===== config.mk =====
export PLATFORM = sky130hd
export DESIGN_NAME = executeStage
export DESIGN_NICKNAME = d
export VERILOG_FILES = /design/src/common/mipsPkg.sv /design/src/hw/execute/executeStage.sv
export SDC_FILE = /design/constraint.sdc
export NUM_CORES = 1
export LEC_CHECK = 0
export ABC_AREA = 1
export BUFFER_PORTS_ARGS = -buffer_cell sky130_fd_sc_hd__buf_2
export CORE_AREA = 2 2 218 220
export DETAILED_ROUTE_END_ITERATION = 10
export DIE_AREA = 0 0 220 222
export GPL_TIMING_DRIVEN = 0
export SYNTH_ARGS = -nofsm -noshare
export SYNTH_HDL_FRONTEND = slang
export SYNTH_SLANG_ARGS = --single-unit

===== constraint.sdc =====
create_clock -name clk -period 5.1 [get_ports clk]
set_input_delay 0.255 -clock clk [delete_from_list [all_inputs] [get_ports clk]]
set_output_delay 0.255 -clock clk [all_outputs]
set_load 0.005 [all_outputs]

===== src/common/mipsPkg.sv =====
`default_nettype none

package mipsPkg;

    localparam int dataWidth    = 32;
    localparam int regAddrWidth = 5;

    typedef logic [dataWidth-1:0]    word_t;
    typedef logic [regAddrWidth-1:0] regAddr_t;

    // Kept major opcodes
    typedef enum logic [5:0] {
        opRType = 6'h00,
        opBeq   = 6'h04,
        opAddi  = 6'h08,
        opLw    = 6'h23,
        opSw    = 6'h2b
    } opcode_t;

    // R-type function field
    typedef enum logic [5:0] {
        fnAdd = 6'h20,
        fnSub = 6'h22,
        fnAnd = 6'h24,
        fnOr  = 6'h25,
        fnSlt = 6'h2a
    } funct_t;

    typedef enum logic [2:0] {
        aluAdd,
        aluSub,
        aluAnd,
        aluOr,
        aluSlt
    } aluOp_t;

    // Same word seen as R-type or I-type
    typedef union packed {
        struct packed {
            logic [5:0] opcode;
            regAddr_t   rs;
            regAddr_t   rt;
            regAddr_t   rd;
            logic [4:0] shamt;
            logic [5:0] funct;
        } r;
        struct packed {
            logic [5:0]  opcode;
            regAddr_t    rs;
            regAddr_t    rt;
            logic [15:0] imm;
        } i;
    } instr_t;

    typedef enum logic [1:0] {
        fwdReg,
        fwdMem,
        fwdWb
    } fwdSel_t;

endpackage

`default_nettype wire


===== src/hw/execute/executeStage.sv =====
`timescale 1ns/1ns
`default_nettype none

module executeStage import mipsPkg::*; (
    input  wire           clk,
    input  wire           arstN,
    input  wire aluOp_t   exAluOp,
    input  wire           exAluSrcImm,
    input  wire           exBranch,
    input  wire           exMemRead,
    input  wire           exMemWrite,
    input  wire           exMemToReg,
    input  wire           exRegWrite,
    input  wire regAddr_t exRs,
    input  wire regAddr_t exRt,
    input  wire regAddr_t exRd,
    input  wire word_t    exRsData,
    input  wire word_t    exRtData,
    input  wire word_t    exImm,
    input  wire word_t    exPcPlus4,
    input  wire           wbEn,
    input  wire regAddr_t wbRegIn,
    input  wire word_t    wbDataIn,
    output logic          branchTaken,
    output word_t         branchTarget,
    output word_t         memAluResult,
    output word_t         memStoreData,
    output regAddr_t      memRd,
    output logic          memRegWrite,
    output logic          memMemRead,
    output logic          memMemWrite,
    output logic          memMemToReg
);

    fwdSel_t fwdA;
    fwdSel_t fwdB;
    word_t   opA;
    word_t   opB;
    word_t   aluB;
    word_t   aluResult;

    // Younger EX/MEM result takes priority over write-back
    function automatic fwdSel_t pickSource(regAddr_t src, logic memWr, regAddr_t memDst,
                                           logic wbWr, regAddr_t wbDst);
        if (memWr && (memDst != '0) && (memDst == src)) begin
            return fwdMem;
        end
        if (wbWr && (wbDst != '0) && (wbDst == src)) begin
            return fwdWb;
        end
        return fwdReg;
    endfunction

    assign fwdA = pickSource(exRs, memRegWrite, memRd, wbEn, wbRegIn);
    assign fwdB = pickSource(exRt, memRegWrite, memRd, wbEn, wbRegIn);

    assign opA = (fwdA == fwdMem) ? memAluResult :
                 (fwdA == fwdWb)  ? wbDataIn     : exRsData;
    assign opB = (fwdB == fwdMem) ? memAluResult :
                 (fwdB == fwdWb)  ? wbDataIn     : exRtData;

    assign aluB = exAluSrcImm ? exImm : opB;

    always_comb begin
        case (exAluOp)
            aluSub:  aluResult = opA - aluB;
            aluAnd:  aluResult = opA & aluB;
            aluOr:   aluResult = opA | aluB;
            aluSlt:  aluResult = word_t'($signed(opA) < $signed(aluB));
            default: aluResult = opA + aluB;
        endcase
    end

    // beq resolves here on the forwarded operands
    assign branchTarget = exPcPlus4 + {exImm[dataWidth-3:0], 2'b00};
    assign branchTaken  = exBranch && (opA == opB);

    always_ff @(posedge clk or negedge arstN) begin
        if (!arstN) begin
            {memRegWrite, memMemRead, memMemWrite, memMemToReg} <= '0;
        end else begin
            {memRegWrite, memMemRead, memMemWrite, memMemToReg} <=
                {exRegWrite, exMemRead, exMemWrite, exMemToReg};
        end
    end

    always_ff @(posedge clk) begin
        memAluResult <= aluResult;
        memStoreData <= opB;
        memRd        <= exRd;
    end

endmodule

`default_nettype wire


==> metrics.md <==
| Metric | Value |
|---|---|
| Result of the run | finished clean |
| Vias | 14400 |
| Synth Net Count | 2345 |
| Worst EP required | 5310 ps |
| Die area | 0.0488 mm² |
| Fmax | 213 MHz |
| Pleak | 7.85 nW |
| Fin crit share | 0.920 |
| Setup CP Type | in -> reg |
| Vias in the first global route | 13600 |
| Global route overflow | 0 |
| Peak VDD IR | 0.180 mV |
| Die Width | 220 µm |
| Setup violations, final | 0 |
| Final nets | 2659 |
| Worst Path Max Fanout | 10 |
| Synth Area per Inst | 5.68 µm² |
| Yosys reg bits | 73 |
| Routed vias/inst | 4.89 |
| Sequential area share after synthesis | 0.129 |
| Crit end category | flop |
| Cell row count | 79 |
| Gpl congestion | 1.01 |
| Cts hold-fix bufs | 9 |
| Setup bufs post-CTS | 0 |
| Top post-synthesis cells by area | nand2_1, ha_1, dfxtp_1, inv_1, nand3_1 |
| TritonCTS clock tree | done |
| Fillcell total | 5352 |
| Clock buffer count from CTS | 9 |
| Port Buf Inserts | 294 |
| Clk_lat worst skew | 380 ps |
| Area leader, netlist | nand2_1 |
| CTS Sinks | 73 |
| Clock skew | 18.8 ps |
| Final TNS setup | 0 ps |
| H-tree depth | 3 |
| Drt drc | 0 |
| Final hold vios | 0 |
| Synth top area share | 0.158 |
| Die H | 222 µm |
| Post-synthesis cell count | 2025 |
| Worst EP arrival | 4910 ps |
| Maxcap violations | 0 |
| Clock-pin slew on the worst setup and hold paths | 70 ps |
| DP Wirelength | 50.0 mm |
| Pwr Density | 212 mW/mm² |
| Post-CTS resize count | 0 |
| Hold Path Class | in -> reg |
| Final Power | 0.00299 W |
| Slew HR | 0.419 |
| Warnings from Yosys | 0 |
| Wire length per cell | 19.6 µm |
| Root buf cell | clkbuf_16 |
| Synth Cell Area | 0.0115 mm² |
| Starting Density | 0.248 |
| First-pass GRT wire length | 83.6 mm |
| P&R area growth vs syn | 22.8% |
| GRT Overall Usage | 0.230 |
| Final min period | 4690 ps |
| Number of synthesized flops with an enable pin | 0 |
| RSZ-0062 raised after global routing | false |
| Max-slew violations | 0 |
| Post-synthesis async set-or-reset flop share | 0.0548 |
| Max Root-Sink Buffers | 2 |
| Core area | 0.0463 mm² |
| Drt total wl | 57.9 mm |
| Worst Tran Pin Value | 871 ps |
| Initial DRC count | 1294 |
| Initial antenna violation count | 6 |
| Routed Antenna Nets | 0 |
| Worst setup SP type | input port |
| Largest net degree at the start of global routing | 17 |
| Top_reg_cell synth | dfxtp_1 |
| 1st-pass router iterations | 5 |
| Distinct cell type count after synthesis | 50 |
| Layout cells sized above 1 | 0.161 |
| # IOs | 298 |
## sequential cells by signal, summed over array words and instances, names as in the netlist
name	cells
memAluResult	32
memStoreData	32
memMemToReg	1
memMemWrite	1
memRegWrite	1
memMemRead	1
memRd	5
## routing by layer
| layer | global-route usage | vias to the layer above | wire length, µm |
|---|---|---|---|
| met3 | 0.0302 | 124 | 4390 |
| met5 | 0 | - | 7 |
| li1 | - | 7127 | - |
| met1 | 0.294 | 6516 | 24600 |
| met2 | 0.381 | 679 | 26200 |
| met4 | 0.103 | 2 | 2760 |
## power breakdown
group	internal [W]	total, W	switching (W)
Clock	0.000346	0.000680	0.000334
Combinational	0.000546	0.00158	0.00104
Sequential	0.000656	0.000729	0.0000729
## through the flow
stage	utilization	hold slack (ps)	instances	worst slack (ps)	area (µm²)
after floorplan	-	-40.6	2025	1800	11500
after global placement	0.297	79.5	2926	141	13700
after detailed placement	0.297	78.3	2926	102	13700
after CTS	0.305	36.9	2951	477	14100
after global routing	0.305	31.8	2951	228	14100
final	0.305	34.1	2952	406	14100
## cells in the final DEF (no fill, tap or decap), drive strengths merged, types with 7 or more instances in the layout
| master | n |
|---|---|
| a21boi | 7 |
| a21o | 12 |
| a21oi | 163 |
| buf | 326 |
| clkbuf | 46 |
| dfxtp | 69 |
| dlygate4sd3 | 9 |
| ha | 125 |
| inv | 341 |
| nand2 | 489 |
| nand3 | 207 |
| nand3b | 24 |
| nand4 | 9 |
| nor2 | 222 |
| nor3 | 13 |
| o2111ai | 13 |
| o211ai | 9 |
| o21a | 9 |
| o21ai | 140 |
| o21bai | 14 |
| or2 | 16 |
| xnor2 | 14 |
| xor2 | 36 |
## cell type report
cell class,instances,area (µm²),area share
Tap cell,607,759,0.0538
Sequential cell,73,1480,0.105
Clock buffer,9,225,0.0160
Multi-Input combinational cell,1543,8400,0.595
Buffer,69,337,0.0238
Timing Repair Buffer,303,1560,0.111
Clock inverter,7,68.8,0.00488
Antenna cell,1,2.50,0.000177
Inverter,340,1280,0.0904
## cell families after synthesis
logic type / share of synthesized area
flip-flops: 0.129
adder cells (fa/ha/maj): 0.141
buffers and inverters: 0.140
XOR/XNOR: 0.0381
AO/OA/AOI/OAI: 0.185
AND/OR/NAND/NOR: 0.366
## cells in the mapped netlist (6+ instances only)
library cell / count
inv_1: 332
buf_2: 17
nand4_1: 9
o2111ai_1: 13
buf_4: 9
nand3b_1: 24
o21a_1: 9
o21ai_0: 124
dfxtp_1: 69
xnor2_1: 14
o211ai_1: 6
o21bai_1: 14
nor3_1: 11
xor2_1: 36
ha_1: 125
a21o_1: 12
o21ai_1: 16
nor2_1: 218
a21boi_0: 6
nand2_1: 485
or2_2: 15
a21oi_1: 162
nand3_1: 203
clkbuf_1: 37
## critical path, stage by stage
cell and delay (ps):
clkbuf_1 550, clkinv_1 460, clkbuf_1 460, o21ai_0 760, inv_1 100, ha_1 330, or2_2 290, o21ai_1 240
inv_1 100, o21ai_1 330, a21oi_1 200, inv_1 170, nand3_1 90, nand3_1 130, a21oi_1 80, o21ai_0 160
nand3_1 180
## worst paths after layout
check	from	to	slack, ps	cells past startpoint
min reg2reg	memAluResult[25]	memStoreData[25]	570	2
min in group asynchronous	arstN	memMemRead	230	2
max reg2reg	memRd[2]	memAluResult[27]	480	22
min	exRd[2]	memRd[2]	30	1
max in group asynchronous	arstN	memMemToReg	4730	2
max	exAluSrcImm	memAluResult[27]	410	17
Note: power is estimated with default switching activity, not from simulation.
