## config.mk

```make
export PLATFORM = sky130hd
export DESIGN_NAME = decodeStage
export DESIGN_NICKNAME = d
export VERILOG_FILES = /design/src/common/mipsPkg.sv /design/src/hw/decode/regFile.sv /design/src/hw/decode/decodeStage.sv
export SDC_FILE = /design/constraint.sdc
export NUM_CORES = 2
export LEC_CHECK = 0
export BUFFER_PORTS_ARGS = -buffer_cell sky130_fd_sc_hd__buf_2
export CORE_MARGIN = 2
export CORE_UTILIZATION = 40
export CTS_CLUSTER_DIAMETER = 60
export CTS_CLUSTER_SIZE = 14
export DETAILED_ROUTE_END_ITERATION = 16
export PLACE_DENSITY = 0.66
export SLEW_MARGIN = 20
export SYNTH_ARGS = -nofsm -noshare
export SYNTH_HDL_FRONTEND = slang
export SYNTH_SLANG_ARGS = --single-unit
```

## constraint.sdc

```tcl
create_clock -name clk -period 1.7 [get_ports clk]
set_input_delay 0.255 -clock clk [delete_from_list [all_inputs] [get_ports clk]]
set_output_delay 0.255 -clock clk [all_outputs]
set_load 0.005 [all_outputs]
```

## src/common/mipsPkg.sv

```systemverilog
`default_nettype none

package mipsPkg;

    localparam int dataWidth    = 32;
    localparam int regAddrWidth = 5;

    typedef logic [dataWidth-1:0]    word_t;
    typedef logic [regAddrWidth-1:0] regAddr_t;

    // Kept major opcodes
    typedef enum logic [5:0] {
        opRType = 6'h00,
        opBeq   = 6'h04,
        opAddi  = 6'h08,
        opLw    = 6'h23,
        opSw    = 6'h2b
    } opcode_t;

    // R-type function field
    typedef enum logic [5:0] {
        fnAdd = 6'h20,
        fnSub = 6'h22,
        fnAnd = 6'h24,
        fnOr  = 6'h25,
        fnSlt = 6'h2a
    } funct_t;

    typedef enum logic [2:0] {
        aluAdd,
        aluSub,
        aluAnd,
        aluOr,
        aluSlt
    } aluOp_t;

    // Same word seen as R-type or I-type
    typedef union packed {
        struct packed {
            logic [5:0] opcode;
            regAddr_t   rs;
            regAddr_t   rt;
            regAddr_t   rd;
            logic [4:0] shamt;
            logic [5:0] funct;
        } r;
        struct packed {
            logic [5:0]  opcode;
            regAddr_t    rs;
            regAddr_t    rt;
            logic [15:0] imm;
        } i;
    } instr_t;

    typedef enum logic [1:0] {
        fwdReg,
        fwdMem,
        fwdWb
    } fwdSel_t;

endpackage

`default_nettype wire

```

## src/hw/decode/regFile.sv

```systemverilog
`timescale 1ns/1ns
`default_nettype none

module regFile import mipsPkg::*; (
    input  wire           clk,
    input  wire           arstN,
    input  wire regAddr_t rsAddr,
    input  wire regAddr_t rtAddr,
    output word_t         rsData,
    output word_t         rtData,
    input  wire           wrEn,
    input  wire regAddr_t wrAddr,
    input  wire word_t    wrData
);

    word_t regs [2**regAddrWidth];
    logic  wrLive;

    // Register zero is never written
    assign wrLive = wrEn && (wrAddr != '0);

    always_ff @(posedge clk or negedge arstN) begin
        if (!arstN) begin
            for (int k = 0; k < 2**regAddrWidth; k++) begin
                regs[k] <= '0;
            end
        end else if (wrLive) begin
            regs[wrAddr] <= wrData;
        end
    end

    // Same-cycle write shows through to the reads
    assign rsData = (wrLive && (wrAddr == rsAddr)) ? wrData : regs[rsAddr];
    assign rtData = (wrLive && (wrAddr == rtAddr)) ? wrData : regs[rtAddr];

endmodule

`default_nettype wire

```

## src/hw/decode/decodeStage.sv

```systemverilog
`timescale 1ns/1ns
`default_nettype none

module decodeStage import mipsPkg::*; (
    input  wire           clk,
    input  wire           arstN,
    input  wire           stall,
    input  wire           flush,
    input  wire instr_t   ifIdInstr,
    input  wire word_t    ifIdPcPlus4,
    input  wire           wbEn,
    input  wire regAddr_t wbRegIn,
    input  wire word_t    wbDataIn,
    output aluOp_t        exAluOp,
    output logic          exAluSrcImm,
    output logic          exBranch,
    output logic          exMemRead,
    output logic          exMemWrite,
    output logic          exMemToReg,
    output logic          exRegWrite,
    output regAddr_t      exRs,
    output regAddr_t      exRt,
    output regAddr_t      exRd,
    output word_t         exRsData,
    output word_t         exRtData,
    output word_t         exImm,
    output word_t         exPcPlus4
);

    aluOp_t   aluOp;
    logic     aluSrcImm;
    logic     branch;
    logic     memRead;
    logic     memWrite;
    logic     memToReg;
    logic     regWrite;
    regAddr_t destReg;
    word_t    rsData;
    word_t    rtData;
    word_t    imm;

    regFile regFile0 (
        .clk(clk),
        .arstN(arstN),
        .rsAddr(ifIdInstr.r.rs),
        .rtAddr(ifIdInstr.r.rt),
        .rsData(rsData),
        .rtData(rtData),
        .wrEn(wbEn),
        .wrAddr(wbRegIn),
        .wrData(wbDataIn)
    );

    assign imm = {{(dataWidth-16){ifIdInstr.i.imm[15]}}, ifIdInstr.i.imm};

    // Unknown encodings fall through with every control bit low
    always_comb begin
        aluOp     = aluAdd;
        aluSrcImm = 1'b0;
        branch    = 1'b0;
        memRead   = 1'b0;
        memWrite  = 1'b0;
        memToReg  = 1'b0;
        regWrite  = 1'b0;
        destReg   = ifIdInstr.i.rt;
        case (ifIdInstr.r.opcode)
            opRType: begin
                destReg  = ifIdInstr.r.rd;
                regWrite = 1'b1;
                case (ifIdInstr.r.funct)
                    fnAdd:   aluOp = aluAdd;
                    fnSub:   aluOp = aluSub;
                    fnAnd:   aluOp = aluAnd;
                    fnOr:    aluOp = aluOr;
                    fnSlt:   aluOp = aluSlt;
                    default: regWrite = 1'b0;
                endcase
            end
            opAddi: begin
                aluSrcImm = 1'b1;
                regWrite  = 1'b1;
            end
            opLw: begin
                aluSrcImm = 1'b1;
                memRead   = 1'b1;
                memToReg  = 1'b1;
                regWrite  = 1'b1;
            end
            opSw: begin
                aluSrcImm = 1'b1;
                memWrite  = 1'b1;
            end
            opBeq: begin
                aluOp  = aluSub;
                branch = 1'b1;
            end
            default: ;
        endcase
    end

    // ID/EX control bits cleared into a bubble on stall or flush
    always_ff @(posedge clk or negedge arstN) begin
        if (!arstN) begin
            {exBranch, exMemRead, exMemWrite, exMemToReg, exRegWrite} <= '0;
        end else if (stall || flush) begin
            {exBranch, exMemRead, exMemWrite, exMemToReg, exRegWrite} <= '0;
        end else begin
            {exBranch, exMemRead, exMemWrite, exMemToReg, exRegWrite} <=
                {branch, memRead, memWrite, memToReg, regWrite};
        end
    end

    always_ff @(posedge clk) begin
        exAluOp     <= aluOp;
        exAluSrcImm <= aluSrcImm;
        exRs        <= ifIdInstr.r.rs;
        exRt        <= ifIdInstr.r.rt;
        exRd        <= destReg;
        exRsData    <= rsData;
        exRtData    <= rtData;
        exImm       <= imm;
        exPcPlus4   <= ifIdPcPlus4;
    end

endmodule

`default_nettype wire

```

==> impl_metrics.yaml <==
setup_path:
  cp.required_ns: 2.39
  cp_max_fo: 3
  rr_worst_depth: 5
  critPathKind: "input pin to flip-flop"
  critPathLaunchType: "input pin"
  path_cells: "dlygate4sd3_1 > buf_2 > nor4_4 > buf_4 > buf_4 > nand3b_1 > nor3_1 > dlygate4sd3_1"
  critPathArrivalTime_ns: 2.34
  reg2reg_to: "exRtData[13]$_DFF_P_"
  crit_slowest_cell: "dlygate4sd3_1"
  r2r-start: "regFile0.regs[973]$_DFFE_PN0P_"
  worstSetupEndpointType: "flip-flop"
  cpPeakStageDelay_ns: 0.57
  r2r_setup_slack_ns: 0.05
global_routing:
  grt_max_degree: 86
  grt-ovfl-total: 0
  grt_first_pass_wirelength_mm: 264
  grt_pass1_vias: 38300
  antenna_found_initial: 4
  track_usage_pct: 24.6
logic_synthesis:
  netlist_area_sq_um: 56800
  syn_inst: 3664
  synthDistinctLibCells: 49
  synth_edf_count: 0
  synth-main-ff-cell: "dfrtp_1"
  ys_warn_count: 0
  ys_ff_latch: 1159
  synthArstFlopShare_pct: 88.7
  postSynthAreaPerCell_sq_um: 15.5
  ys_seq_area_share_pct: 49.9
  synth_nets: 3770
hold_path:
  whs_path_depth: 3
  hold_path_startpoint: "wbDataIn[22]"
  min_path_type: "input pin to flip-flop"
  min_to: "exRsData[22]$_DFF_P_"
timing:
  slew_violations: 0
  hold_violations: 0
  clock.fmax_mhz: 603
  fin_setup_tns_ns: 0
  fin_crit_sh_pct: 97.6
  setup_viol: 0
  fin_ws_ns: 0.0414
  fin_crit_ns: 1.66
  skew_ns: 0.0774
  rsz0062_at_grt: "yes"
  worstMarginPinSlew_ns: 0.753
  slew_headroom_pct: 49.7
finish:
  area_delta_synth_final_pct: 22.1
  drive_above_1_share_pct: 57.4
  final_cells: 6153
  final_area_sq_um: 69300
  final_nets: 4268
  final_cell_mix: "dfrtp_1 (1028), mux2_2 (997), mux4_2 (509)"
  num_antenna_cells: 0
  final_common_cell: "dfrtp_1"
clocking:
  cts_root_buf: "clkbuf_16"
  htree_levels: 3
  cts.sinks: 1159
  clkTransAtPathRegs_ns: 0.06
  tritoncts: "yes"
  clock_path_buffers: 3
  cts_buffers: 115
  insertion_delay_ns: 0.77
job:
  maxCapViolations: 0
floorplanning:
  io_pins: 258
  die_h_microns: 381
  die_w_microns: 381
  core_area_sq_um: 141000
  initial_core_util_pct: 40.2
  placementRows: 138
  fp.dieArea_sq_um: 145000
detailed_routing:
  vias: 37200
  wl_mm: 180
  detail_route.wl_per_cell_microns: 29.3
  first_iter_violations: 3254
  vias_per_cell: 6.05
  ant_nets: 0
  drc: 0
  dr.pass1.iters: 7
placed_design:
  gp_congestion: 0.840
  placed_cells: 5831
  placement.io_buffers: 257
  placed_cell_area_sq_um: 64200
  pre_cts_ws_ns: -0.511
  dp_hpwl_mm: 117
power:
  leakage_nw: 30.0
  power_density_nw_per_um2: 1130
  vdd_drop_max_uv: 1090
  report.power.total_mw: 78.0
outcome:
  status: "finished clean"
[registers in the layout, indices dropped and copies added (netlist names)]
| register | flops |
|---|---|
| exRsData | 32 |
| exRtData | 32 |
| exRs | 5 |
| exAluSrcImm | 1 |
| exPcPlus4 | 32 |
| exMemWrite | 1 |
| exRd | 5 |
| exImm | 16 |
| exRt | 5 |
| regFile0.regs | 1024 |
| exAluOp | 3 |
| exMemToReg | 1 |
| exBranch | 1 |
| exRegWrite | 1 |
[cell usage after synthesis (3+ instances only)]
cell      instances  area (sq um)
dfxtp_1         131          2620
nor3b_1           5          37.5
mux2i_1           8          80.1
buf_2           110           551
mux2_2          997         11200
buf_12           11           220
nor2_1           24          90.1
buf_1            46           173
xnor2_1           6          52.6
o21ai_0           3          15.0
dfrtp_1        1028         25700
xor2_1            4          35.0
nor3_1            5          25.0
or4_1            63           473
buf_8             4          60.1
o21ai_1          64           320
mux4_2          509         11500
or3_1             3          18.8
nand3_1           8          40.0
nand3b_1         10          75.1
o22ai_1         252          1580
buf_6            36           405
clkbuf_4          4          30.0
buf_4            23           173
nand2_1          86           323
clkbuf_1        194           728
[power breakdown]
| part | leakage (nW) | switching, mW | total (mW) | internal, mW |
|---|---|---|---|---|
| clock network | 1.90 | 11.9 | 27.1 | 15.2 |
| registers | 14.3 | 3.64 | 36.2 | 32.5 |
| logic | 13.8 | 5.34 | 14.7 | 9.39 |
[worst max-delay path by stage]
stage,from,endpoint,slack (ns),cells past startpoint
floorplan,wbRegIn[4],regFile0.regs[513]$_DFFE_PN0P_,-0.07,5
global placement,ifIdInstr[22],exRsData[30]$_DFF_P_,-0.53,7
detailed placement,ifIdInstr[22],exRsData[30]$_DFF_P_,-0.51,7
CTS,exRsData[4]$_DFF_P_,exRsData[4],0.002,1
global route,ifIdInstr[31],exBranch$_DFF_PN0_,-0.03,8
finish,ifIdInstr[31],exBranch$_DFF_PN0_,0.04,8
[critical path: cells and delay by family]
kind	cells	cell delay (ns)
buffers and inverters	5	1.53
AND/OR/NAND/NOR	3	0.55
[through the flow]
step	utilization (%)	hold WS (ns)
after CTS	49.1	0.0145
after detailed placement	45.5	0.159
after global routing	49.1	0.0568
final	49.1	0.0627
after global placement	45.5	0.157
after floorplan	-	-0.0406
[cells by family after synthesis]
| logic type | synth area share [%] |
|---|---|
| mux | 40.1 |
| buf+inv | 4.14 |
| flops | 49.9 |
| compound gates | 3.49 |
| simple gates | 2.17 |
| xor+xnor | 0.154 |
[cell type report]
type                            count  area (sq um)
Tap cell                         1890          2360
Sequential cell                  1159         28400
Clock inverter                     52           805
Inverter                            2          7.51
Timing Repair Buffer              810          8240
Fill cell                       12000         71900
Multi-Input combinational cell   2074         26300
Clock buffer                      166          3210
[per-layer routing]
layer	vias up	global-route usage [%]	wire [microns]
li1	15200	-	-
met1	20000	33.2	74000
met2	1580	39.1	85100
met3	417	5.10	13900
met4	2	9.88	7380
met5	-	0	10
[repair_timing]
item                                    in CTS  in global routing
gates resized for setup                      3                  9
hold buffers                               104                  0
gates cloned                                 0                  0
setup buffers                                0                  1
endpoints found under the setup margin      19                  8
hold endpoints to repair                  1099                  0
pin swaps                                    0                  2
Note: power is estimated with default switching activity, not from simulation.
