[config.mk]
export PLATFORM = sky130hd
export DESIGN_NAME = hazardUnit
export DESIGN_NICKNAME = d
export VERILOG_FILES = /design/src/common/mipsPkg.sv /design/src/hw/hazardUnit.sv
export SDC_FILE = /design/constraint.sdc
export NUM_CORES = 1
export LEC_CHECK = 0
export BUFFER_PORTS_ARGS = -buffer_cell sky130_fd_sc_hd__buf_2
export CELL_PAD_IN_SITES_DETAIL_PLACEMENT = 0
export CELL_PAD_IN_SITES_GLOBAL_PLACEMENT = 1
export CORE_AREA = 8 8 45 47
export DETAILED_ROUTE_END_ITERATION = 10
export DIE_AREA = 0 0 53 55
export PLACE_DENSITY = 0.48
export SLEW_MARGIN = 15
export SYNTH_ARGS = -nofsm -noshare
export SYNTH_HDL_FRONTEND = slang
export SYNTH_SLANG_ARGS = --single-unit
[constraint.sdc]
create_clock -name vclk -period 1.61
set_input_delay 0.322 -clock vclk [all_inputs]
set_output_delay 0.322 -clock vclk [all_outputs]
set_load 0.005 [all_outputs]
[src/common/mipsPkg.sv]
`default_nettype none

package mipsPkg;

    localparam int dataWidth    = 32;
    localparam int regAddrWidth = 5;

    typedef logic [dataWidth-1:0]    word_t;
    typedef logic [regAddrWidth-1:0] regAddr_t;

    // Kept major opcodes
    typedef enum logic [5:0] {
        opRType = 6'h00,
        opBeq   = 6'h04,
        opAddi  = 6'h08,
        opLw    = 6'h23,
        opSw    = 6'h2b
    } opcode_t;

    // R-type function field
    typedef enum logic [5:0] {
        fnAdd = 6'h20,
        fnSub = 6'h22,
        fnAnd = 6'h24,
        fnOr  = 6'h25,
        fnSlt = 6'h2a
    } funct_t;

    typedef enum logic [2:0] {
        aluAdd,
        aluSub,
        aluAnd,
        aluOr,
        aluSlt
    } aluOp_t;

    // Same word seen as R-type or I-type
    typedef union packed {
        struct packed {
            logic [5:0] opcode;
            regAddr_t   rs;
            regAddr_t   rt;
            regAddr_t   rd;
            logic [4:0] shamt;
            logic [5:0] funct;
        } r;
        struct packed {
            logic [5:0]  opcode;
            regAddr_t    rs;
            regAddr_t    rt;
            logic [15:0] imm;
        } i;
    } instr_t;

    typedef enum logic [1:0] {
        fwdReg,
        fwdMem,
        fwdWb
    } fwdSel_t;

endpackage

`default_nettype wire

[src/hw/hazardUnit.sv]
`timescale 1ns/1ns
`default_nettype none

module hazardUnit import mipsPkg::*; (
    input  wire           idExMemRead,
    input  wire regAddr_t idExRd,
    input  wire regAddr_t ifIdRs,
    input  wire regAddr_t ifIdRt,
    input  wire           branchTaken,
    output logic          stall,
    output logic          flush
);

    logic loadUse;

    // Load result not ready for the instruction behind it
    assign loadUse = idExMemRead && (idExRd != '0)
                     && ((idExRd == ifIdRs) || (idExRd == ifIdRt));

    // The squashed instructions never need the stall
    assign flush = branchTaken;
    assign stall = loadUse && !branchTaken;

endmodule

`default_nettype wire

==> results of run 1 <==
power breakdown:
group | internal [mW] | total (mW) | leakage [nW] | switching [mW]
registers | 0 | 0 | 0 | 0
clock network | 0 | 0 | 0 | 0
logic | 0.0330 | 0.0562 | 0.120 | 0.0232
total | 0.0330 | 0.0562 | 0.120 | 0.0232
cells in the final DEF, fill, tap and decap left out:
cell type  count
xor2_1         6
buf_2         18
xnor2_1        4
or4_1          1
nand3_1        2
o21ai_1        1
buf_6          1
nor3_1         2
a21oi_1        1
nor2b_1        1
how the worst min path moves through the flow:
stage                  to  slack (ns)  cells after the start
finish              flush        0.84                      2
global route        flush        0.86                      2
CTS                 flush        0.85                      2
detailed placement  flush        0.85                      2
global placement    flush        0.84                      2
floorplan           flush        0.72                      1
stage by stage:
stage | worst slack [ns] | hold WS, ns | instance area [um2] | std cells | total power, mW
after floorplan | 0.288 | 0.725 | 139 | 19 | 0.0253
after global placement | -0.00276 | 0.838 | 246 | 53 | 0.0568
after detailed placement | 0.0367 | 0.846 | 246 | 53 | 0.0557
after CTS | 0.0371 | 0.846 | 246 | 53 | 0.0558
after global routing | 0.00127 | 0.861 | 253 | 53 | 0.0632
final | 0.0453 | 0.838 | 253 | 53 | 0.0562
critical path: cells and delay by family:
family                 cells  cell delay (ns)
and+or+nand+nor            1             0.49
buffers and inverters      2             0.25
AOI/OAI and AO/OA          2             0.19
synth_stat cells:
| cell | instances |
|---|---|
| a21oi_1 | 1 |
| buf_4 | 1 |
| nand3_1 | 2 |
| nor2b_1 | 1 |
| nor3_1 | 2 |
| o21ai_1 | 1 |
| or4_1 | 1 |
| xnor2_1 | 4 |
| xor2_1 | 6 |
layout make-up:
cell class | instances | area share, %
multi-input combinational | 18 | 52.0
timing repair buffer | 19 | 40.1
tap | 16 | 7.92
kinds of logic after synthesis:
| family | count (synthesis) |
|---|---|
| XOR/XNOR | 10 |
| AND/OR/NAND/NOR | 6 |
| AO/OA/AOI/OAI | 2 |
| buffers and inverters | 1 |
layer usage:
metal  vias to the layer above  global-route usage, %
met3                         0                   2.41
met4                         0                      0
met1                        67                   5.43
met5                         -                      0
met2                        19                   5.08
li1                        100                      -
==> reports/qor.yml, run 1 <==
finalWirelength_um: 545
cp.arrival_ns: 1.24
start_util_pct: 10.0
relSlewSlack_pct: 89.3
syn_inst: 19
ir_drop_v: 0.0000615
crit_path_top_delay_cell: "or4_1"
power_density_nw_per_um2: 223
wl_met2_um: 167
fmax_mhz: 639
coreArea_um2: 1380
top_layer: "met3"
rows: 14
area_growth_pct: 82.0
timing.setup.tns_ns: 0
grt_pass1_vias: 218
drive_gt1_share_pct: 51.4
synthDistinctLibCells: 9
synth-xor-area-share_pct: 63.1
drc_errors: 0
regArea_um2: 0
multi_input_area_um2: 131
ios: 19
num-nets-final: 56
grt_max_degree: 4
yosysTopAreaCell: "xor2_1"
post-route-period-util_pct: 97.2
hp-class: "input port to output pin"
crit_required_ns: 1.29
grt_use_total_pct: 3.87
final-setup-viol-count: 0
dr.first_iter.drc_count: 1
synth.area.top_cells: "xor2_1 38%, xnor2_1 25%, nand3_1 7.2%"
syn_avg_cell_area_um2: 7.31
gp_congestion: 0.608
cts_setup_buffers: 0
cp_common_cell: "buf_2"
crit_path_cell_trace: "buf_2 > or4_1 > o21ai_1 > a21oi_1 > buf_2"
path_max_fanout: 3
rsz0062_at_grt: "false"
syn_nets: 36
utilization_pct: 18.3
die_area_um2: 2920
syn_area_um2: 139
yosys.area_share.simple_pct: 24.3
clock_buffer_count: 0
critical_path_class: "input port to output pin"
p_leak_nw: 0.120
fillers: 150
antenna_found_initial: 0
synth_fa_ha_area_share_pct: 0
seq_cells: 0
wl_met3_um: 105
worstSetupEndpoint: "stall"
grt_overflow: 0
viasPerCell: 3.51
grt_pass1_wl_um: 903
status: "finished clean"
ys_warn_count: 0
hold_buffers: 0
die_w_um: 53
worstHoldStart: "branchTaken"
vias: 186
fp.dieH_um: 55
worst_slew_pin_slew_ns: 0.159
num_antenna_cells: 0
max_stage_delay_ns: 0.49
hold_violations: 0
setup.worst_path.start: "idExRd[4]"
synth_top_family_by_area: "XOR/XNOR gates"
start_kind: "input port"
post_drt_wl_per_cell_um: 10.3
finalMaxSlewViolations: 0
ant_nets: 0
worstSetupEndpointType: "output pin"
wl_met1_um: 272
synth_top_area_share_pct: 37.8
io_buffers: 19
max_cap_violations: 0
dr.pass1.iters: 2
cts-resized-gates: 0
muxShareOfSynthArea_pct: 0
synth_compound_area_share_pct: 7.21
period_minus_slack_ns: 1.56
seq_area_frac_synth_pct: 0
(Power assumes the default switching activity.)
==> run 2: changes to the inputs <==
- CORE_AREA: 8 8 45 47 -> 2 2 39 41
- DIE_AREA: 0 0 53 55 -> 0 0 41 43
==> run 2 against run 1 <==
Design area fell by 2.5%. Critical path depth did not move. Combinational power fell by 3%. Clock-buffer cell count did not move. Hold slack improved by 0.0020 ns. Critical path type unchanged. Largest cell class unchanged. Largest power group unchanged. Highest routed layer unchanged.
==> reports/qor.yml, run 2 (synthesis results as in run 1) <==
status: "finished clean"  # unchanged
grt_overflow: 0  # unchanged
fp.dieH_um: 43  # was 55 um
io_buffers: 19  # unchanged
hold_violations: 0  # unchanged
grt_use_total_pct: 5.19  # was 3.87%
post-route-period-util_pct: 97.0  # was 97.2%
worstSetupEndpointType: "output pin"  # unchanged
dr.first_iter.drc_count: 0  # was 1
p_int_uw: 31.4  # was 33.0 uW
ant_nets: 0  # unchanged
critical_path_class: "input port to output pin"  # unchanged
whs_ns: 0.840  # was 0.838 ns
clock_buffer_count: 0  # unchanged
worstSetupEndpoint: "stall"  # unchanged
final-setup-viol-count: 0  # unchanged
setup_slack_ns: 0.0487  # was 0.0453 ns
rsz0062_at_grt: "false"  # unchanged
antenna_found_initial: 0  # unchanged
num_antenna_cells: 0  # unchanged
ios: 19  # unchanged
dr.pass1.iters: 1  # was 2
detailedPlace.worstSlack_ns: 0.0423  # was 0.0367 ns
start_util_pct: 10.0  # unchanged
utilization_pct: 17.8  # was 18.3%
seq_cells: 0  # unchanged
die_w_um: 41  # was 53 um
combPwrFrac_pct: 100.0  # about the same
gp_congestion: 0.649  # was 0.608
hp-class: "input port to output pin"  # unchanged
p_sw_share_pct: 42.5  # was 41.3%
fin_area_um2: 246  # was 253 um2
multi_input_area_um2: 131  # unchanged
viasPerCell: 3.68  # was 3.51
cp.arrival_ns: 1.24  # about the same
final_cells: 53  # unchanged
grt_pass1_vias: 175  # was 218
power_density_nw_per_um2: 222  # was 223 nW/um2
p_leak_nw: 0.118  # was 0.120 nW
finalWirelength_um: 433  # was 545 um
timing.setup.tns_ns: 0  # unchanged
coreArea_um2: 1380  # unchanged
setup.worst_path.start: "idExRd[1]"  # was idExRd[4]
rows: 14  # unchanged
clkPwrFrac_pct: 0  # about the same
crit_required_ns: 1.29  # about the same
area_growth_pct: 77.5  # was 82.0%
grt_max_degree: 4  # unchanged
drc_errors: 0  # unchanged
die_area_um2: 1760  # was 2920 um2
total_power_uw: 54.7  # was 56.2 uW
post_drt_wl_per_cell_um: 8.17  # was 10.3 um
ir_drop_v: 0.0000446  # was 0.0000615 V
cts_setup_buffers: 0  # unchanged
grt_pass1_wl_um: 648  # was 903 um
fmax_mhz: 640  # was 639 MHz
path_max_fanout: 3  # unchanged
power_frac_seq_pct: 0  # about the same
vias: 195  # was 186
cts-resized-gates: 0  # unchanged
final_cell_mix: "19 x buf_2, 6 x xor2_1, 4 x xnor2_1, 2 x nor3_1, 2 x nand3_1"  # was 18 x buf_2, 6 x xor2_1, 4 x xnor2_1, 2 x nor3_1, 2 x nand3_1
period_minus_slack_ns: 1.56  # about the same
hold_buffers: 0  # unchanged
place_inst: 53  # unchanged
start_kind: "input port"  # unchanged
relSlewSlack_pct: 86.0  # was 89.3%
place_area_um2: 246  # unchanged
max_cap_violations: 0  # unchanged
drive_gt1_share_pct: 51.4  # unchanged
fillers: 165  # was 150
worst_slew_pin_slew_ns: 0.208  # was 0.159 ns
regArea_um2: 0  # unchanged
num-nets-final: 56  # unchanged
finalMaxSlewViolations: 0  # unchanged
final_common_cell: "buf_2"  # unchanged
p_sw_uw: 23.2  # about the same
-- run 2: worst min path at each step --
stage | start | to | slack (ns) | cells after the start
6_report | branchTaken | flush | 0.84 | 2
5_1_grt | branchTaken | flush | 0.87 | 2
4_1_cts | branchTaken | flush | 0.85 | 2
3_5_place_dp | branchTaken | flush | 0.85 | 2
3_3_place_gp | branchTaken | flush | 0.84 | 2
2_1_floorplan | branchTaken | flush | 0.72 | 1
-- run 2: layout make-up --
type                       instances  area share [%]
tap                               16            8.12
timing repair buffer              19            38.6
multi-input combinational         18            53.3
-- run 2: layer usage --
metal	routed length, um	global-route usage [%]
met1	137	5.70
met4	0	0
met3	63	0.524
met2	231	10.3
met5	0	0
-- run 2: power by group through the flow --
stage,clock network (mW),logic [mW],registers (mW)
global placement,0,0.0562,0
finish,0,0.0547,0
floorplan,0,0.0253,0
global route,0,0.0604,0
CTS,0,0.0558,0
detailed placement,0,0.0558,0
-- run 2: critical path, cell delays in order --
cell and delay, ns:
buf_2 0.12, or4_1 0.51, o21ai_1 0.12, a21oi_1 0.04, buf_2 0.12
==> run 3: changes to the inputs <==
- CORE_AREA: 2 2 39 41 -> 5 5 42 44
- DIE_AREA: 0 0 41 43 -> 0 0 47 49
==> run 3 against run 2 <==
Worst setup slack got worse by 0.027 ns. Critical path depth unchanged. Combinational power decreased by 1%. Die area increased by 31%. Design area unchanged. Power decreased by 1.2%. Wire length increased by 7.2%. Critical endpoint unchanged. Highest routed layer unchanged.
==> reports/qor.yml, run 3 (synthesis results as in run 1) <==
viasPerCell: 3.34  # was 3.68
cts-resized-gates: 0  # unchanged
cts_setup_buffers: 0  # unchanged
finalMaxSlewViolations: 0  # unchanged
ir_drop_v: 0.0000725  # was 0.0000446 V
status: "finished clean"  # unchanged
hold_buffers: 0  # unchanged
fp.dieH_um: 49  # was 43 um
drive_gt1_share_pct: 51.4  # unchanged
power_density_nw_per_um2: 219  # was 222 nW/um2
grt_pass1_vias: 179  # was 175
hold_depth: 2  # unchanged
dr.first_iter.drc_count: 0  # unchanged
io_buffers: 19  # unchanged
clock_buffer_count: 0  # unchanged
coreArea_um2: 1400  # was 1380 um2
grt_max_degree: 4  # unchanged
cp_common_cell: "buf_2"  # unchanged
hp-class: "input port to output pin"  # unchanged
grt_use_total_pct: 3.37  # was 5.19%
cp.arrival_ns: 1.27  # was 1.24 ns
period_minus_slack_ns: 1.59  # was 1.56 ns
rsz0062_at_grt: "false"  # unchanged
regArea_um2: 0  # unchanged
max_stage_delay_ns: 0.52  # was 0.51 ns
critical_path_class: "input port to output pin"  # unchanged
fmax_mhz: 629  # was 640 MHz
fillers: 168  # was 165
post_drt_wl_per_cell_um: 8.75  # was 8.17 um
post-route-period-util_pct: 98.7  # was 97.0%
crit_path_top_delay_cell: "or4_1"  # unchanged
grt_pass1_wl_um: 627  # was 648 um
final_cell_mix: "19 x buf_2, 6 x xor2_1, 4 x xnor2_1, 2 x nor3_1, 2 x nand3_1"  # unchanged
ios: 19  # unchanged
final-setup-viol-count: 0  # unchanged
crit_path_cell_trace: "buf_2 > or4_1 > o21ai_1 > a21oi_1 > buf_2"  # unchanged
start_kind: "input port"  # unchanged
finalWirelength_um: 464  # was 433 um
rows: 14  # unchanged
timing.setup.tns_ns: 0  # unchanged
ant_nets: 0  # unchanged
setup_slack_ns: 0.0214  # was 0.0487 ns
seq_cells: 0  # unchanged
vias: 177  # was 195
clkPwrFrac_pct: 0  # about the same
area_growth_pct: 77.5  # unchanged
dr.pass1.iters: 1  # unchanged
relSlewSlack_pct: 88.2  # was 86.0%
path_max_fanout: 3  # unchanged
num_antenna_cells: 0  # unchanged
combPwrFrac_pct: 100.0  # about the same
p_int_uw: 31.4  # unchanged
power_frac_seq_pct: 0  # about the same
drc_errors: 0  # unchanged
detailedPlace.worstSlack_ns: 0.0184  # was 0.0423 ns
start_util_pct: 9.91  # was 10.0%
worst_slew_pin_slew_ns: 0.176  # was 0.208 ns
crit_required_ns: 1.29  # about the same
final_common_cell: "buf_2"  # unchanged
worstSetupEndpointType: "output pin"  # unchanged
p_sw_share_pct: 41.8  # was 42.5%
die_area_um2: 2300  # was 1760 um2
antenna_found_initial: 0  # unchanged
p_sw_uw: 22.6  # was 23.2 uW
grt_overflow: 0  # unchanged
utilization_pct: 17.6  # was 17.8%
hold_violations: 0  # unchanged
p_leak_nw: 0.118  # unchanged
gp_congestion: 0.619  # was 0.649
num-nets-final: 56  # unchanged
max_cap_violations: 0  # unchanged
die_w_um: 47  # was 41 um
total_power_uw: 54.1  # was 54.7 uW
[run 3: cell counts in the layout (fill, tap and decap cells not counted)]
Identical to the previous run, type by type.
[run 3: final cells by class]
type,instances,area [um2],share of cell area [%]
multi-input combinational,18,131,53.3
timing repair buffer,19,95.1,38.6
tap,16,20.0,8.12
[run 3: per-layer routing]
layer,up-vias,global-route usage [%],part of all wire [%]
li1,100,-,-
met1,66,4.57,38
met2,11,5.66,44
met3,0,0.738,18
met4,0,0,0
met5,-,0,0
[run 3: through the flow]
stage          area (um2)  hold WS [ns]  cells
2_1_floorplan         139         0.725     19
3_3_place_gp          246         0.827     53
3_5_place_dp          246         0.828     53
4_1_cts               246         0.828     53
5_1_grt               246         0.841     53
6_report              246         0.826     53
[run 3: worst paths after layout]
| kind | from | end | slack (ns) |
|---|---|---|---|
| setup / recovery | idExRd[1] | stall | 0.02 |
| hold / removal | branchTaken | flush | 0.83 |
[run 3: critical path, delay by kind of cell]
family          cells  cell delay (ns)
buf+inv             2             0.24
compound gates      2             0.18
simple gates        1             0.52
[run 3: power by group through the flow]
stage | logic [mW] | registers [mW] | clock network (mW)
2_1_floorplan | 0.0253 | 0 | 0
3_3_place_gp | 0.0556 | 0 | 0
3_5_place_dp | 0.0556 | 0 | 0
4_1_cts | 0.0558 | 0 | 0
5_1_grt | 0.0598 | 0 | 0
6_report | 0.0541 | 0 | 0
