File: config.mk
export PLATFORM = sky130hd
export DESIGN_NAME = fetchStage
export DESIGN_NICKNAME = d
export VERILOG_FILES = /design/src/common/mipsPkg.sv /design/src/hw/fetch/fetchStage.sv
export SDC_FILE = /design/constraint.sdc
export NUM_CORES = 1
export LEC_CHECK = 0
export ABC_CLOCK_PERIOD_IN_PS = 2100
export BUFFER_PORTS_ARGS = -buffer_cell sky130_fd_sc_hd__buf_2
export CORE_AREA = 10 10 122 96
export DETAILED_ROUTE_END_ITERATION = 6
export DIE_AREA = 0 0 132 106
export GPL_TIMING_DRIVEN = 0
export PLACE_DENSITY = 0.78
export RECOVER_POWER = 25
export SLEW_MARGIN = 40
export SYNTH_ARGS = -nofsm -noshare
export SYNTH_HDL_FRONTEND = slang
export SYNTH_SLANG_ARGS = --single-unit
File: constraint.sdc
create_clock -name clk -period 2.1 [get_ports clk]
set_input_delay 0.42 -clock clk [delete_from_list [all_inputs] [get_ports clk]]
set_output_delay 0.42 -clock clk [all_outputs]
set_load 0.02 [all_outputs]
File: src/common/mipsPkg.sv
`default_nettype none

package mipsPkg;

    localparam int dataWidth    = 32;
    localparam int regAddrWidth = 5;

    typedef logic [dataWidth-1:0]    word_t;
    typedef logic [regAddrWidth-1:0] regAddr_t;

    // Kept major opcodes
    typedef enum logic [5:0] {
        opRType = 6'h00,
        opBeq   = 6'h04,
        opAddi  = 6'h08,
        opLw    = 6'h23,
        opSw    = 6'h2b
    } opcode_t;

    // R-type function field
    typedef enum logic [5:0] {
        fnAdd = 6'h20,
        fnSub = 6'h22,
        fnAnd = 6'h24,
        fnOr  = 6'h25,
        fnSlt = 6'h2a
    } funct_t;

    typedef enum logic [2:0] {
        aluAdd,
        aluSub,
        aluAnd,
        aluOr,
        aluSlt
    } aluOp_t;

    // Same word seen as R-type or I-type
    typedef union packed {
        struct packed {
            logic [5:0] opcode;
            regAddr_t   rs;
            regAddr_t   rt;
            regAddr_t   rd;
            logic [4:0] shamt;
            logic [5:0] funct;
        } r;
        struct packed {
            logic [5:0]  opcode;
            regAddr_t    rs;
            regAddr_t    rt;
            logic [15:0] imm;
        } i;
    } instr_t;

    typedef enum logic [1:0] {
        fwdReg,
        fwdMem,
        fwdWb
    } fwdSel_t;

endpackage

`default_nettype wire

File: src/hw/fetch/fetchStage.sv
`timescale 1ns/1ns
`default_nettype none

module fetchStage import mipsPkg::*; #(
    parameter word_t ResetPc = '0
) (
    input  wire         clk,
    input  wire         arstN,
    input  wire         stall,
    input  wire         flush,
    input  wire         branchTaken,
    input  wire word_t  branchTarget,
    output word_t       instrAddr,
    input  wire instr_t instr,
    output instr_t      ifIdInstr,
    output word_t       ifIdPcPlus4
);

    word_t pc;
    word_t pcPlus4;

    assign instrAddr = pc;
    assign pcPlus4   = pc + word_t'(4);

    // Branch target beats the stall hold
    always_ff @(posedge clk or negedge arstN) begin
        if (!arstN) begin
            pc <= ResetPc;
        end else if (branchTaken) begin
            pc <= branchTarget;
        end else if (!stall) begin
            pc <= pcPlus4;
        end
    end

    // IF/ID instruction with the all-zero word as bubble
    always_ff @(posedge clk or negedge arstN) begin
        if (!arstN) begin
            ifIdInstr <= '0;
        end else if (flush) begin
            ifIdInstr <= '0;
        end else if (!stall) begin
            ifIdInstr <= instr;
        end
    end

    always_ff @(posedge clk) begin
        if (!stall) begin
            ifIdPcPlus4 <= pcPlus4;
        end
    end

endmodule

`default_nettype wire

==> impl_metrics.tcl, run 1 <==
set metrics [dict create \
    ir_drop_mv 0.579 \
    worstPathArrival_ns 2.30 \
    cts_made_buffers 9 \
    clock_path_buffers 2 \
    placed_cell_area_mm2 0.00556 \
    maxSlewViolCount 30 \
    power_density_mw_per_mm2 800 \
    r2r_end "instrAddr[28]" \
    worst_pin_slew_ns 1.66 \
    p_leak_nw 2.72 \
    crit_path_start_kind "flip-flop" \
    maxCapViolCount 1 \
    portBuffers 163 \
    grt_pass1_vias 4209 \
    holdPathStages 3 \
    cp_data_required_time_ns 2.37 \
    wire_per_inst_um 19.0 \
    antenna_found_initial 2 \
    yosysSeqAreaShare 0.563 \
    grt_max_degree 36 \
    timing.fmax_ghz 0.492 \
    core_mm2 0.00943 \
    min_path_type "primary input to flip-flop" \
    grt_first_pass_wirelength_um 22000 \
    fin_nets 662 \
    layout_common_cells "buf_2 (173), dfrtp_1 (63), nor2_1 (58)" \
    final-setup-viol-count 0 \
    hold_start "branchTarget[6]" \
    min_to "instrAddr[6]" \
    finClkSkew_ns 0.00730 \
    fp.dieH_um 106 \
    root_buffer "clkbuf_16" \
    clk_pin_slew_ns 0.07 \
    synth-seq-cells 96 \
    dieArea_mm2 0.0140 \
    rows 31 \
    end_kind "flip-flop" \
    first_pass_iters 5 \
    holdWs_ns 0.283 \
    vias 3883 \
    clock_latency_ns 0.34 \
    setup_ws_ns 0.0680 \
    p_comb_frac 0.174 \
    worstSetupPathType "flip-flop to flip-flop" \
    ios 165 \
    postCtsHoldBufs 0 \
    grt_usage 0.194 \
    reg2reg_setup_slack_ns 0.07 \
    seqPwrFrac 0.465 \
    finalSetupTns_ns 0 \
    drtIter0Drc 331 \
    yosysUniqueCellTypes 35 \
    hpwl_um 10300 \
    intPower_mw 3.44 \
    via_per_inst 5.32 \
    syn_inst 410 \
    syn_nets 480 \
    rsz0062_at_grt "yes" \
    gp_congestion 0.847 \
    drcViolationCount 0 \
    violations "capacitance limit, slew limit" \
    layout_commonest_cell "buf_2" \
    area.growth.synth_to_final_pct 31.3 \
    design_area_mm2 0.00598 \
    hold_viol_final 0 \
    postSynthAreaPerCell_um2 11.1 \
    cts_sinks 96 \
    pre_cts_ws_ns -0.572 \
    routed_wl_um 13900 \
    start_util 0.483 \
    min_period_ns 2.03 \
    rr_worst_depth 5 \
    crit_fanout 5 \
    final.period_utilization 0.968 \
    yosysWarnings 0 \
    cts_tree "built" \
    power_switching_mw 1.35 \
    switching_share 0.281 \
    synth_area_mm2 0.00455 \
    fp.dieW_um 132 \
    drive_above_1_share 0.365 \
    timing.slew.headroom -0.109 \
    htreeDepth 3 \
    r2r-start "instrAddr[3]" \
    antenna_left 0 \
    grt_overflow 0 \
    status "finished with violations" \
    power_frac_clock 0.361 \
]
## layer usage
| layer | vias to the layer above | GRT usage | routed length, µm |
|---|---|---|---|
| li1 | 1839 | - | - |
| met1 | 1859 | 0.225 | 5800 |
| met2 | 174 | 0.315 | 6500 |
| met3 | 9 | 0.0945 | 1510 |
| met4 | 2 | 0.0531 | 65 |
| met5 | - | 0 | 20 |
## synth_stat cells, drive strengths merged
| cell | instances | area share |
|---|---|---|
| mux2i | 34 | 0.075 |
| a31oi | 16 | 0.022 |
| inv | 5 | 0.0041 |
| nand3b | 1 | 0.0016 |
| o31ai | 15 | 0.025 |
| nor2 | 58 | 0.048 |
| nand3 | 15 | 0.016 |
| dfrtp | 64 | 0.35 |
| nor4 | 9 | 0.012 |
| xnor2 | 17 | 0.033 |
| nand2 | 27 | 0.022 |
| xor2 | 22 | 0.042 |
| nand4 | 11 | 0.020 |
| o211ai | 1 | 0.0016 |
| or4 | 15 | 0.025 |
| or4b | 1 | 0.0022 |
| nor3 | 7 | 0.0077 |
| and3b | 1 | 0.0019 |
| or3 | 3 | 0.0041 |
| ha | 1 | 0.0027 |
| edfxtp | 32 | 0.21 |
| and4 | 6 | 0.012 |
| o21ai | 14 | 0.015 |
| nor4b | 1 | 0.0019 |
| or2 | 1 | 0.0014 |
| clkbuf | 12 | 0.0099 |
| mux2 | 2 | 0.0049 |
| buf | 17 | 0.023 |
| and3 | 1 | 0.0014 |
| nor2b | 1 | 0.0014 |
## power by group through the flow
stage | Sequential (mW) | Combinational, mW | Clock, mW
after CTS | 2.22 | 0.832 | 1.77
after global placement | 2.24 | 0.803 | 0
after detailed placement | 2.25 | 0.829 | 0
after floorplan | 2.42 | 0.304 | 0
after global routing | 2.25 | 0.907 | 1.84
final | 2.23 | 0.832 | 1.73
## timing repair
item,4_1_cts,5_1_grt
gates cloned,1,0
pin swaps,1,2
gates resized for setup,5,11
setup endpoints to repair,10,17
buffers inserted,1,5
## per-stage QoR
step | total power [mW] | util | std cells
global route | 4.99 | 0.634 | 729
finish | 4.78 | 0.634 | 730
detailed placement | 3.08 | 0.590 | 706
global placement | 3.05 | 0.588 | 705
floorplan | 2.72 | - | 410
CTS | 4.82 | 0.626 | 724
## state kept, by name, summed over array words and instances (netlist names)
name / flops
ifIdInstr: 32
ifIdPcPlus4: 32
instrAddr: 32
## worst max-delay path, stage by stage (launching register included)
cell and delay, ns:
dfrtp_1 0.47, ha_4 0.20, nand4_1 0.17, or4b_1 0.53, or4_1 0.42, a31oi_1 0.17
## worst max path at each step
stage | endpoint | startpoint | cells after the start
finish | instrAddr[28] | instrAddr[3] | 5
global placement | instrAddr[22] | stall | 5
CTS | ifIdPcPlus4[25] | instrAddr[7] | 8
global route | ifIdPcPlus4[28] | instrAddr[11] | 6
detailed placement | instrAddr[22] | stall | 5
floorplan | ifIdPcPlus4[28] | instrAddr[11] | 6
## kinds of logic after synthesis
logic type	count (synthesis)	synth area share
flip-flops	96	0.563
AO/OA/AOI/OAI	46	0.0638
adder cells (fa/ha/maj)	1	0.00275
AND/OR/NAND/NOR	158	0.179
XOR/XNOR	39	0.0750
buffers and inverters	34	0.0374
multiplexers	36	0.0797
## final cells by class
cell class | count | area (µm²)
plain buffers | 29 | 156
diodes | 1 | 2.50
clock inverters | 7 | 86.3
fillers | 802 | 3450
repair buffers | 170 | 880
flip-flops and latches | 96 | 2560
well taps | 132 | 165
repair inverters | 1 | 7.51
clock buffers | 9 | 225
inverters | 5 | 22.5
multi-input cells | 280 | 1870
Note: power is estimated with default switching activity, not from simulation.
==> run 2, diff against run 1 <==
--- a/config.mk
+++ b/config.mk
@@ -6,7 +6,7 @@
 export NUM_CORES = 1
 export LEC_CHECK = 0
 export ABC_CLOCK_PERIOD_IN_PS = 2100
-export BUFFER_PORTS_ARGS = -buffer_cell sky130_fd_sc_hd__buf_2
+export BUFFER_PORTS_ARGS = -buffer_cell sky130_fd_sc_hd__clkbuf_2
 export CORE_AREA = 10 10 122 96
 export DETAILED_ROUTE_END_ITERATION = 6
 export DIE_AREA = 0 0 132 106
==> run 2 against run 1 <==
Net effect: the flow still finishes with violations (capacitance limit, slew limit); via count is 0.77% higher; clock power about the same; final cell count is 0.27% higher; hold slack lost 0.0033 ns; design area hardly changed; non-clock buffer count up 2; global-route usage is 0.37 points lower; maximum frequency is essentially flat; combinational power hardly changed; register-to-register slack barely moved; critical path depth is the same; critical path type unchanged.
==> impl_metrics.tcl, run 2 (synthesis gave the netlist of run 1 again) <==
set metrics [dict create \
    rows 31 \
    core_mm2 0.00943 \
    root_buffer "clkbuf_16" \
    cts_made_buffers 9 \
    hold_viol_final 0 \
    timing.slew.headroom -0.0912 \
    dieArea_mm2 0.0140 \
    wire_per_inst_um 18.9 \
    fp.dieH_um 106 \
    first_pass_iters 6 \
    cts_sinks 96 \
    fp.dieW_um 132 \
    maxSlewViolCount 65 \
    rsz0062_at_grt "yes" \
    antenna_found_initial 0 \
    min_to "instrAddr[9]" \
    worstPathArrival_ns 2.30 \
    reg2reg_setup_slack_ns 0.07 \
    holdWs_ns 0.280 \
    power_switching_mw 1.36 \
    violations "capacitance limit, slew limit" \
    cp_data_required_time_ns 2.37 \
    power_frac_clock 0.361 \
    vias 3913 \
    cts_tree "built" \
    crit_path_start_kind "flip-flop" \
    final-setup-viol-count 0 \
    switching_share 0.284 \
    status "finished with violations" \
    grt_overflow 0 \
    r2r_end "instrAddr[28]" \
    maxCapViolCount 1 \
    stdcell_count 732 \
    worstSetupPathType "flip-flop to flip-flop" \
    clk_pin_slew_ns 0.07 \
    via_per_inst 5.35 \
    start_util 0.483 \
    gp_congestion 0.845 \
    seqPwrFrac 0.465 \
    clock_latency_ns 0.35 \
    drive_above_1_share 0.367 \
    dpl.cell_count 705 \
    p_comb_frac 0.174 \
    layout_common_cells "clkbuf_2 (164), dfrtp_1 (62), nor2_1 (58)" \
    critPathLaunch "instrAddr[3]" \
    fin_nets 664 \
    end_kind "flip-flop" \
    min_period_ns 2.03 \
    intPower_mw 3.43 \
    rr_worst_depth 5 \
    worst_pin_slew_ns 1.64 \
    drtIter0Drc 245 \
    fillers 780 \
    grt_pass1_vias 4048 \
    crit_fanout 5 \
    hpwl_um 10100 \
    layout_commonest_cell "clkbuf_2" \
    drcViolationCount 0 \
    final.period_utilization 0.968 \
    hold_start "branchTarget[9]" \
    routed_wl_um 13800 \
    htreeDepth 3 \
    finClkSkew_ns 0.0115 \
    portBuffers 163 \
    grt_first_pass_wirelength_um 21600 \
    p_leak_nw 2.74 \
    holdPathStages 3 \
    ir_drop_mv 0.505 \
    grt_max_degree 65 \
    antenna_left 0 \
    area.growth.synth_to_final_pct 31.2 \
    clock_path_buffers 2 \
    grt_usage 0.190 \
    ios 165 \
    power_density_mw_per_mm2 801 \
    final_util 0.634 \
    r2r-start "instrAddr[3]" \
    timing.fmax_ghz 0.492 \
    min_path_type "primary input to flip-flop" \
]
[run 2: cell types whose count changed in the layout (fill, tap and decap cells not counted), moves of 2 or more]
| cell | change |
|---|---|
| buf_2 | -163 |
| o31ai_2 | -4 |
| o31ai_1 | +4 |
| nor4_1 | -2 |
| buf_4 | +2 |
| clkbuf_2 | +164 |
[run 2: what timing repair did]
item                                    in CTS  in global routing
resized for setup                            4                  7
pin swaps                                    2                  0
endpoints found under the setup margin      10                 17
buffers inserted                             4                  5
hold buffers                                 0                  0
endpoints found under the hold margin        0                  0
gates cloned                                 1                  0
[run 2: worst max-delay path by stage]
stage / to / depth (start not counted)
2_1_floorplan: ifIdPcPlus4[28] / 6
3_3_place_gp: instrAddr[22] / 5
3_5_place_dp: instrAddr[30] / 5
4_1_cts: ifIdPcPlus4[27] / 2
5_1_grt: instrAddr[31] / 8
6_report: instrAddr[28] / 5
[run 2: cell type report]
cell class / count / area, µm² / area share
clock buffer: 11 / 264 / 0.0442
timing repair buffer: 172 / 883 / 0.148
tap: 132 / 165 / 0.0276
buffer: 29 / 156 / 0.0262
inverter: 5 / 22.5 / 0.00377
timing repair inverter: 1 / 7.51 / 0.00126
antenna: 1 / 2.50 / 0.000419
multi-input combinational: 280 / 1860 / 0.311
clock inverter: 5 / 52.6 / 0.00879
sequential: 96 / 2560 / 0.429
[run 2: per-layer routing]
layer	vias to the layer above	GRT usage	part of all wire	wire length, µm
li1	1851	-	-	-
met1	1868	0.224	0.41	5700
met2	182	0.301	0.46	6350
met3	12	0.103	0.12	1670
met4	0	0.0468	0.0091	126
met5	-	0	0	0
[run 2: worst max-delay path: stages, from the launching register on]
cell,delay (ns)
dfrtp_1,0.40
ha_2,0.25
nand4_1,0.18
or4b_1,0.53
or4_1,0.41
a31oi_1,0.19
[run 2: power by group through the flow]
stage | combinational [mW] | clock, mW | sequential, mW
5_1_grt | 0.909 | 1.82 | 2.25
4_1_cts | 0.823 | 1.75 | 2.23
3_5_place_dp | 0.818 | 0 | 2.26
6_report | 0.831 | 1.73 | 2.23
3_3_place_gp | 0.800 | 0 | 2.25
2_1_floorplan | 0.304 | 0 | 2.42
[run 2: metrics by stage]
step | setup WS [ns] | power [mW] | area [µm²] | TNS [ns]
2_1_floorplan | 0.0691 | 2.72 | 4560 | 0
3_3_place_gp | -0.513 | 3.05 | 5540 | -10.24
3_5_place_dp | -0.580 | 3.08 | 5550 | -13.33
4_1_cts | 0.0105 | 4.80 | 5900 | 0
5_1_grt | -0.0537 | 4.98 | 5970 | -0.249
6_report | 0.0679 | 4.79 | 5980 | 0
==> run 3, diff against run 2 <==
--- a/config.mk
+++ b/config.mk
@@ -5,11 +5,12 @@
 export SDC_FILE = /design/constraint.sdc
 export NUM_CORES = 1
 export LEC_CHECK = 0
+export ABC_AREA = 1
 export ABC_CLOCK_PERIOD_IN_PS = 2100
 export BUFFER_PORTS_ARGS = -buffer_cell sky130_fd_sc_hd__clkbuf_2
-export CORE_AREA = 10 10 122 96
+export CORE_AREA = 10 10 123 97
 export DETAILED_ROUTE_END_ITERATION = 6
-export DIE_AREA = 0 0 132 106
+export DIE_AREA = 0 0 133 107
 export GPL_TIMING_DRIVEN = 0
 export PLACE_DENSITY = 0.78
 export RECOVER_POWER = 25
==> run 3 against run 2 <==
Net effect: the run still ends with capacitance limit, slew limit left; area after synthesis rose by 2.4%; power fell by 2.3%; wire length fell by 1.1%; global-route usage fell by 0.096 points; first-iteration DRC count rose by 2.0%; hold slack improved by 0.0043 ns; critical path depth rose by 3; combinational power rose by 0.5%.
==> impl_metrics.tcl, run 3 <==
set metrics [dict create \
    status "finished with violations" \
    violations "capacitance limit, slew limit" \
    timing.slew.headroom -0.0851 \
    async_reset_ff_frac 0.667 \
    p_leak_nw 3.11 \
    vias 4202 \
    min_path_type "primary input to flip-flop" \
    antennaDiodeCount 0 \
    final-setup-viol-count 0 \
    syn_nets 613 \
    power_frac_clock 0.342 \
    rows 31 \
    finClkSkew_ns 0.00618 \
    cpMostUsedCell "nand2_1" \
    worstSetupPathType "flip-flop to flip-flop" \
    drive_above_1_share 0.292 \
    fin_nets 785 \
    syn_inst 543 \
    timing.fmax_ghz 0.595 \
    clk_pin_slew_ns 0.07 \
    yosysUniqueCellTypes 26 \
    ir_drop_mv 0.560 \
    p_comb_frac 0.179 \
    postSynthAreaPerCell_um2 8.59 \
    rsz0062_at_grt "no" \
    yosys.cell_count.top_type "nand2_1" \
    yosysWarnings 0 \
    maxSlewViolCount 65 \
    min_period_ns 1.68 \
    dieArea_mm2 0.0142 \
    hpwl_um 10600 \
    netlist.area_leader.share 0.343 \
    wire_per_inst_um 16.1 \
    maxCapViolCount 1 \
    first_pass_iters 4 \
    area.growth.synth_to_final_pct 27.1 \
    htreeDepth 3 \
    seqPwrFrac 0.480 \
    cp_slowest_cell "dfrtp_1" \
    grt_first_pass_wirelength_um 21800 \
    antenna_found_initial 0 \
    drcViolationCount 0 \
    path_cells "ha_1 -> nand2_1 -> nor2_2 -> nand2_1 -> nor2_4 -> nand2_1 -> nand2_1 -> nand2_1" \
    portBuffers 161 \
    yosysSeqAreaShare 0.550 \
    hold_viol_final 0 \
    yosys-top-cells-count "nand2_1 (208), dfrtp_1 (64), inv_1 (56)" \
    grt_max_degree 65 \
    grt_pass1_vias 4278 \
    holdWs_ns 0.284 \
    ys_dominant_reg_cell "dfrtp_1" \
    fp.dieW_um 133 \
    end_kind "flip-flop" \
    ios 165 \
    core_mm2 0.00950 \
    switching_share 0.304 \
    postCtsHoldBufs 0 \
    grt_usage 0.189 \
    root_buffer "clkbuf_16" \
    power_density_mw_per_mm2 789 \
    cts_made_buffers 9 \
    crit_path_start_kind "flip-flop" \
    layout_commonest_cell "nand2_1" \
    p_total_mw 4.68 \
    cp_data_required_time_ns 2.20 \
    intPower_mw 3.26 \
    clock_latency_ns 0.34 \
    synth.largest_area_cell "dfrtp_1" \
    gp_congestion 0.896 \
    antenna_left 0 \
    fillers 800 \
    grt_overflow 0 \
    start_util 0.491 \
    synth_area_mm2 0.00466 \
    cts_resized 0 \
    synth-seq-cells 96 \
    via_per_inst 4.93 \
    critical-path-max-stage-delay_ns 0.41 \
    power_switching_mw 1.42 \
    cts_tree "built" \
    synth_edf_count 32 \
    worst_pin_slew_ns 1.63 \
    seq_area_mm2 0.00256 \
    postCtsSetupRepairBufs 0 \
    layout_common_cells "nand2_1 (208), clkbuf_2 (161), dfrtp_1 (64)" \
    finalSetupTns_ns 0 \
    fp.dieH_um 107 \
    clock_path_buffers 2 \
    cts_sinks 96 \
    multi_input_area_mm2 0.00179 \
    crit_fanout 5 \
    routed_wl_um 13700 \
    final.period_utilization 0.801 \
    synth_area_leaders "dfrtp_1 (34%), edfxtp_1 (21%), nand2_1 (17%), nand3_1 (5.4%), inv_1 (4.5%)" \
    worstPathArrival_ns 1.78 \
    drtIter0Drc 250 \
]
==> run 3: cell types whose count changed after synthesis, moves of 30 or more <==
cell | previous run | this run
inv_1 | 5 | 56
nor2_1 | 58 | 28
nand2_1 | 27 | 208
mux2i_1 | 34 | 0
nand3_1 | 15 | 50
==> run 3: final cells by class <==
type | instances | share of cell area
multi-input combinational | 367 | 0.302
tap | 132 | 0.0279
clock buffer | 11 | 0.0426
buffer | 22 | 0.0165
timing repair buffer | 161 | 0.136
clock inverter | 5 | 0.00633
sequential | 96 | 0.432
inverter | 58 | 0.0367
==> run 3: cells by family (layout without fill, tap and decap cells) <==
kind of cell | Yosys count | after routing | synth area share
AOI/OAI and AO/OA | 43 | 43 | 0.0555
DFF | 96 | 96 | 0.550
buffers and inverters | 80 | 257 | 0.0671
and+or+nand+nor | 309 | 309 | 0.289
adders and majority gates | 1 | 1 | 0.00268
xor gates and xnor gates | 14 | 14 | 0.0360
==> run 3: routing by layer <==
metal / part of all wire / routed length (µm) / GRT usage / vias to the layer above
met2: 0.45 / 6230 / 0.292 / 177
met1: 0.42 / 5770 / 0.229 / 1959
met5: 0 / 0 / 0 / -
met3: 0.11 / 1550 / 0.0891 / 15
li1: - / - / - / 2051
met4: 0.011 / 150 / 0.0643 / 0
==> run 3: critical path, delay by kind of cell, from the launching register on <==
kind                       cells  cell delay [ns]
and+or+nand+nor                7             0.79
adders and majority gates      1             0.24
DFF                            1             0.41
==> run 3: power groups by stage <==
stage | Sequential [mW] | Combinational, mW | Clock [mW]
after detailed placement | 2.28 | 0.847 | 0
after floorplan | 2.44 | 0.310 | 0
after global routing | 2.26 | 0.923 | 1.72
after global placement | 2.27 | 0.826 | 0
final | 2.24 | 0.835 | 1.60
after CTS | 2.24 | 0.848 | 1.64
==> run 3: final timing paths <==
path	from	to	slack, ns	cells after the start
max in group asynchronous	arstN	ifIdInstr[5]	0.63	1
min in group asynchronous	arstN	instrAddr[9]	0.49	1
min reg2reg	instrAddr[0]	ifIdPcPlus4[0]	0.47	0
min	branchTarget[1]	instrAddr[1]	0.28	3
max reg2reg	instrAddr[2]	ifIdPcPlus4[24]	0.42	8
max	instrAddr[2]	ifIdPcPlus4[24]	0.42	8
==> run 3: stage by stage <==
step	cell area, µm²	worst slack, ns	util	std cells
finish	5930	0.418	0.624	852
detailed placement	5650	0.285	0.594	836
global placement	5640	0.143	0.593	836
global route	5930	0.262	0.624	852
floorplan	4660	0.467	-	543
CTS	5940	0.429	0.625	852
